$ cat src/conv_pkg.sv
/*
  shared widths, lane count, word and array types, lane masks
  and the state encoding for the convolution stage
*/

package conv_pkg;

  // ====================================================================
  // sizes
  // ====================================================================

  // bits in one data word
  localparam int word_width = 32;

  // number of lanes, one multiplier each
  localparam int array_length = 8;

  // ====================================================================
  // data types
  // ====================================================================

  // one unsigned integer word, no fraction bits
  typedef logic [word_width-1:0] word_t;

  // whole array as one packed vector, element 0 in the low bits
  typedef word_t [array_length-1:0] word_array_t;

  // one flag per lane
  typedef logic [array_length-1:0] lane_mask_t;

  // ====================================================================
  // state encoding
  // ====================================================================

  // idle   waiting for operands
  // calc   lanes iterating
  // done   result held until the consumer takes it
  typedef enum logic [1:0] {
    idle = 2'd0,
    calc = 2'd1,
    done = 2'd2
  } conv_state_t;

endpackage

$ cat src/fixed_point_multiplier.sv
/*
  iterative unsigned shift-and-add multiplier, low word of the product,
  early exit once the remaining multiplier bits are zero
*/

`timescale 1ns/1ps

module fixed_point_multiplier (
  input  logic            clk,
  input  logic            reset,

  // operand channel
  input  logic            recv_val,
  output logic            recv_rdy,
  input  conv_pkg::word_t a,
  input  conv_pkg::word_t b,

  // product channel
  output logic            send_val,
  input  logic            send_rdy,
  output conv_pkg::word_t c
);

  // ====================================================================
  // control
  // ====================================================================

  conv_pkg::conv_state_t state_q;
  conv_pkg::conv_state_t state_d;

  // operand registers and running sum
  conv_pkg::word_t acc_q;
  conv_pkg::word_t a_q;
  conv_pkg::word_t b_q;

  // term added this cycle, zero when the current b bit is clear
  conv_pkg::word_t partial;

  logic accept;
  logic b_empty;

  assign accept  = recv_val && (state_q == conv_pkg::idle);
  assign b_empty = (b_q == '0);

  always_comb begin
    state_d = state_q;
    case (state_q)
      conv_pkg::idle: begin
        if (recv_val) begin
          state_d = conv_pkg::calc;
        end
      end
      conv_pkg::calc: begin
        // no set bits left, the sum is final
        if (b_empty) begin
          state_d = conv_pkg::done;
        end
      end
      conv_pkg::done: begin
        if (send_rdy) begin
          state_d = conv_pkg::idle;
        end
      end
      default: begin
        state_d = conv_pkg::idle;
      end
    endcase
  end

  always_ff @(posedge clk) begin
    if (reset) begin
      state_q <= conv_pkg::idle;
    end else begin
      state_q <= state_d;
    end
  end

  // ====================================================================
  // datapath
  // ====================================================================

  assign partial = b_q[0] ? a_q : '0;

  // one multiplier bit per cycle, a moves left as b moves right
  always_ff @(posedge clk) begin
    if (accept) begin
      acc_q <= '0;
      a_q   <= a;
      b_q   <= b;
    end else if ((state_q == conv_pkg::calc) && !b_empty) begin
      // upper product bits fall off, only the low word is kept
      acc_q <= acc_q + partial;
      a_q   <= a_q << 1;
      b_q   <= b_q >> 1;
    end
  end

  // outputs
  assign recv_rdy = (state_q == conv_pkg::idle);
  assign send_val = (state_q == conv_pkg::done);
  assign c        = acc_q;

  // ====================================================================
  // checks
  // ====================================================================

  // a waiting product must not move or drop before it is taken
  property hold_until_taken;
    @(posedge clk) disable iff (reset)
      (send_val && !send_rdy) |=> (send_val && $stable(c));
  endproperty

  assert property (hold_until_taken)
    else $error("multiplier product changed while send_rdy was low");

endmodule

$ cat src/convolution_block.sv
/*
  convolution block: launches eight lane multipliers on a joint
  input and filter transfer, gathers the products into one output array
*/

`timescale 1ns/1ps

module convolution_block (
  input  logic                  clk,
  input  logic                  reset,

  // input array channel
  input  logic                  in_val,
  output logic                  in_rdy,
  input  conv_pkg::word_array_t in_msg,

  // filter array channel
  input  logic                  filter_val,
  output logic                  filter_rdy,
  input  conv_pkg::word_array_t filter_msg,

  // output array channel
  output logic                  out_val,
  input  logic                  out_rdy,
  output conv_pkg::word_array_t out_msg
);

  // ====================================================================
  // block state machine
  // ====================================================================

  conv_pkg::conv_state_t state_q;
  conv_pkg::conv_state_t state_d;

  // per lane handshake flags
  conv_pkg::lane_mask_t lane_rdy;
  conv_pkg::lane_mask_t lane_val;

  // lane products, lane i in element i
  conv_pkg::word_array_t lane_prod;

  logic lane_start;
  logic lane_send_rdy;
  logic all_lanes_done;

  // both arrays must be present, they transfer on the same edge
  assign lane_start = in_val && filter_val && (state_q == conv_pkg::idle);

  // lanes release only when the output array is actually taken
  assign lane_send_rdy = out_val && out_rdy;

  assign all_lanes_done = &lane_val;

  always_comb begin
    state_d = state_q;
    case (state_q)
      conv_pkg::idle: begin
        if (in_val && filter_val) begin
          state_d = conv_pkg::calc;
        end
      end
      conv_pkg::calc: begin
        // slowest lane decides when the array is complete
        if (all_lanes_done) begin
          state_d = conv_pkg::done;
        end
      end
      conv_pkg::done: begin
        if (out_rdy) begin
          state_d = conv_pkg::idle;
        end
      end
      default: begin
        state_d = conv_pkg::idle;
      end
    endcase
  end

  always_ff @(posedge clk) begin
    if (reset) begin
      state_q <= conv_pkg::idle;
    end else begin
      state_q <= state_d;
    end
  end

  // input side follows the state, filter side follows the lanes
  always_comb begin
    in_rdy     = (state_q == conv_pkg::idle);
    filter_rdy = &lane_rdy;
    out_val    = (state_q == conv_pkg::done);
  end

  // ====================================================================
  // lane multipliers
  // ====================================================================

  // lane i takes input word i and filter word (n - 1 - i)
  for (genvar i = 0; i < conv_pkg::array_length; i++) begin : g_lane
    fixed_point_multiplier lane_mult (
      .clk      (clk),
      .reset    (reset),
      .recv_val (lane_start),
      .recv_rdy (lane_rdy[i]),
      .a        (in_msg[i]),
      .b        (filter_msg[conv_pkg::array_length - 1 - i]),
      .send_val (lane_val[i]),
      .send_rdy (lane_send_rdy),
      .c        (lane_prod[i])
    );
  end

  // products are held in the lanes until release
  assign out_msg = lane_prod;

  // ====================================================================
  // checks
  // ====================================================================

  // block and lanes agree on when a new array can start
  assert property (@(posedge clk) disable iff (reset) in_rdy == filter_rdy)
    else $error("in_rdy and filter_rdy disagree");

  // nothing is offered while the lanes sit idle
  assert property (@(posedge clk) disable iff (reset)
      (&lane_rdy) |-> !out_val)
    else $error("out_val high while idle");

endmodule

$ cat src/conv_top.sv
/*
  top level of the convolution stage, outside channels
  wired to the convolution block
*/

`timescale 1ns/1ps

module conv_top (
  input  logic                  clk,
  input  logic                  reset,

  // input array
  input  logic                  in_val,
  output logic                  in_rdy,
  input  conv_pkg::word_array_t in_msg,

  // filter array
  input  logic                  filter_val,
  output logic                  filter_rdy,
  input  conv_pkg::word_array_t filter_msg,

  // output array
  output logic                  out_val,
  input  logic                  out_rdy,
  output conv_pkg::word_array_t out_msg
);

  // ====================================================================
  // convolution core
  // ====================================================================

  // one array in flight at a time
  convolution_block conv_block (
    .clk        (clk),
    .reset      (reset),
    .in_val     (in_val),
    .in_rdy     (in_rdy),
    .in_msg     (in_msg),
    .filter_val (filter_val),
    .filter_rdy (filter_rdy),
    .filter_msg (filter_msg),
    .out_val    (out_val),
    .out_rdy    (out_rdy),
    .out_msg    (out_msg)
  );

endmodule

$ cat config.mk
export PLATFORM = sky130hd
export DESIGN_NAME = conv_top
export DESIGN_NICKNAME = d
export VERILOG_FILES = /design/src/conv_pkg.sv /design/src/fixed_point_multiplier.sv /design/src/convolution_block.sv /design/src/conv_top.sv
export SDC_FILE = /design/constraint.sdc
export NUM_CORES = 2
export LEC_CHECK = 0
export BUFFER_PORTS_ARGS = -buffer_cell sky130_fd_sc_hd__buf_2
export CAP_MARGIN = 20
export CORE_MARGIN = 2
export CORE_UTILIZATION = 35
export CTS_CLUSTER_SIZE = 10
export DETAILED_ROUTE_END_ITERATION = 6
export GPL_TIMING_DRIVEN = 0
export PLACE_DENSITY = 0.59
export SYNTH_ARGS = -nofsm -noshare
export SYNTH_HDL_FRONTEND = slang
export SYNTH_HIERARCHICAL = 1
export SYNTH_SLANG_ARGS = --single-unit
$ cat constraint.sdc
create_clock -name clk -period 4.9 [get_ports clk]
set_input_delay 0.98 -clock clk [delete_from_list [all_inputs] [get_ports clk]]
set_output_delay 0.98 -clock clk [all_outputs]
set_load 0.02 [all_outputs]
==> flow_summary.ini <==
[clocking]
clock-sinks = 786
cts_resized = 0
cts-buffers-inserted = 98
root_buffer = clkbuf_16
cts_hold_buffers = 0
cts_setup_buffers = 0
clk_pin_slew_ns = 0.06
clk_path_buf_depth = 3
htreeDepth = 3
worstSkewPairLatency_ns = 0.71
cts_tree = yes

[timing]
rsz0062_at_grt = no
timing.hold.ws_ns = 0.457
slew-limit-headroom_pct = 30.9
report.final.hold_viol_count = 0
layout_min_cycle_time_ns = 4.19
finClkSkew_ns = 0.0180
max_freq_mhz = 239
fin_crit_sh_pct = 85.5
max_slew.worst_pin.slew_ns = 1.04
layout_setup_ws_ns = 0.708
finalSetupViolCount = 0
maxSlewViolCount = 0

[die]
die_x_um = 372
start_util_pct = 35.1
dieArea_mm2 = 0.138
ios = 776
die_h_um = 372
rows = 135
fp.coreArea_mm2 = 0.135

[route]
antenna_left = 0
m1WireLength_um = 73800
dr_wl_met3_um = 13500
drt_iter0_drc = 3165
detail_route.drc_violations = 0
avgRoutedWirePerCell_um = 20.2
routed_wl_um = 171000
vias = 44600
vias_per_cell = 5.26
maxUsedRoutingLayer = met5
first_pass_iters = 6
wl_met2_um = 77800

[finish]
multi_input_area_mm2 = 0.0251
final_layout_size_suffix_gt1_share_pct = 15.4
layoutNonFillerInstCount = 8478
fin_area_mm2 = 0.0568
mostFrequentLayoutCells = nand2_1 (2009), buf_2 (805), edfxtp_1 (512)
fill_cells = 13800
area_growth_pct = 19.7
regArea_mm2 = 0.0209
nets = 7352
fin_util_pct = 42.1
layout_commonest_cell = nand2_1

[power]
p_int_mw = 15.5
p_switching_mw = 9.58
ir_worst_vdd_uv = 299
powerDensity_mw_per_mm2 = 441
pwr-share-comb_pct = 34.9
pwr-share-clk_pct = 27.7
swShare_pct = 38.3
power_leakage_nw = 25.4
seqPwrFrac_pct = 37.4

[logic_synthesis]
avgSynthCellArea_um2 = 8.32
synth.net_count = 6470
synth_edf_count = 512
synthCells = 5697
synth_seq_cells = 786
ys_warn_count = 6
yosys_most_used_dff = edfxtp_1
synth.cell_area_mm2 = 0.0474
synth_cell_types = 89
async_flop_share_pct = 0
ys_seq_area_share_pct = 44.0

[critical_path]
cpMostUsedCell = clkbuf_1
critical_path.max_fanout = 49
path_cells = nor4_1, nand4_1, nor2_1, or3b_2, clkbuf_1, clkbuf_1, nand2_4, buf_16
critPathLaunchType = register
crit_required_ns = 5.29
slowest_stage = edfxtp_1
critPathBufInv = 3
crit_family = simple AND/OR/NAND/NOR gates
r2r_slack_ns = 0.71
crit_type = register to register
max_stage_delay_ns = 0.76
cp-end-kind = register
crit_arrival_ns = 4.58

[min_path]
hold_path.class = register to register

[global_routing]
grt_max_degree = 65
grt_pass1_wl_um = 254000
grt_pass1_vias = 42900
grt-ovfl-total = 0
grtUsageTotal_pct = 23.8
antenna_found_initial = 63

[placed_design]
place_area_mm2 = 0.0537
place_hpwl_um = 133000
port_buffers = 775
dpl.cell_count = 8260
place_congestion = 0.955
place_ws_ns = 0.509

[run_status]
status = completed

[flow_run]
max_cap_violations = 0
## metrics by stage
| step | TNS [ns] | power [mW] |
|---|---|---|
| 6_report | 0 | 25.0 |
| 3_3_place_gp | -657.07 | 18.0 |
| 5_1_grt | 0 | 26.5 |
| 4_1_cts | 0 | 25.2 |
| 3_5_place_dp | 0 | 18.1 |
| 2_1_floorplan | 0 | 15.2 |
## metal layers
metal / global-route usage [%] / vias up
met2: 37.8 / 1417
met3: 6.06 / 317
met5: 0 / -
met4: 8.82 / 38
met1: 31.2 / 21100
li1: - / 21700
## Yosys cell counts, drive strengths merged, types with 64 or more instances
cell,n,area [µm²]
a21o,100,751
a21oi,468,2350
and2,263,1650
and3,68,425
clkbuf,266,1000
dfxtp,274,5490
edfxtp,512,15400
ha,248,3100
inv,64,240
nand2,2015,7560
nand3,109,546
nand4,80,500
nor2,168,631
nor3,71,403
nor4,86,538
o21ai,212,1060
xnor2,113,990
## state kept, by name (all words and copies together) (netlist names)
name / count
conv_block/g_lane.lane_mult/b_q: 256
conv_block/state_q: 2
conv_block/g_lane.lane_mult/a_q: 256
conv_block/g_lane.lane_mult/state_q: 16
conv_block/g_lane.lane_mult/c: 256
## final timing paths
check | endpoint | cells after the start | from
worst max register to register | conv_block/g_lane[4].lane_mult/b_q[0] | 8 | conv_block/g_lane[4].lane_mult/b_q[0]
worst max-delay path | conv_block/g_lane[4].lane_mult/b_q[0] | 8 | conv_block/g_lane[4].lane_mult/b_q[0]
worst min-delay path | conv_block/g_lane[4].lane_mult/c[31] | 1 | conv_block/g_lane[4].lane_mult/c[31]
worst min register to register | conv_block/g_lane[4].lane_mult/c[31] | 1 | conv_block/g_lane[4].lane_mult/c[31]
## cell families (layout without fill, tap and decap cells)
| kind of cell | after synthesis | count (layout) | synth area share, % |
|---|---|---|---|
| and+or+nand+nor | 3011 | 3011 | 28.2 |
| AOI/OAI and AO/OA | 1096 | 1096 | 14.5 |
| DFF | 786 | 786 | 44.0 |
| buffers and inverters | 372 | 1337 | 3.10 |
| adders and majority gates | 256 | 256 | 6.88 |
| xor gates and xnor gates | 165 | 165 | 3.05 |
| muxes | 11 | 11 | 0.253 |
| other | 0 | 35 | 0 |
## final cells by class
class,instances,area share (%)
diodes,35,0.154
plain buffers,308,2.17
clock buffers,158,4.86
clock inverters,25,0.390
inverters,64,0.423
multi-input cells,4539,44.3
flip-flops and latches,786,36.8
well taps,1781,3.93
repair buffers,782,7.04
## power groups by stage
stage               Clock (mW)  Combinational [mW]  Sequential (mW)
global placement             0                8.53             9.49
CTS                       7.13                8.68             9.36
finish                    6.93                8.74             9.37
global route              7.35                9.68             9.50
floorplan                    0                5.22             9.95
detailed placement           0                8.64             9.48
No activity file was read; power rests on OpenSTA's default activity.
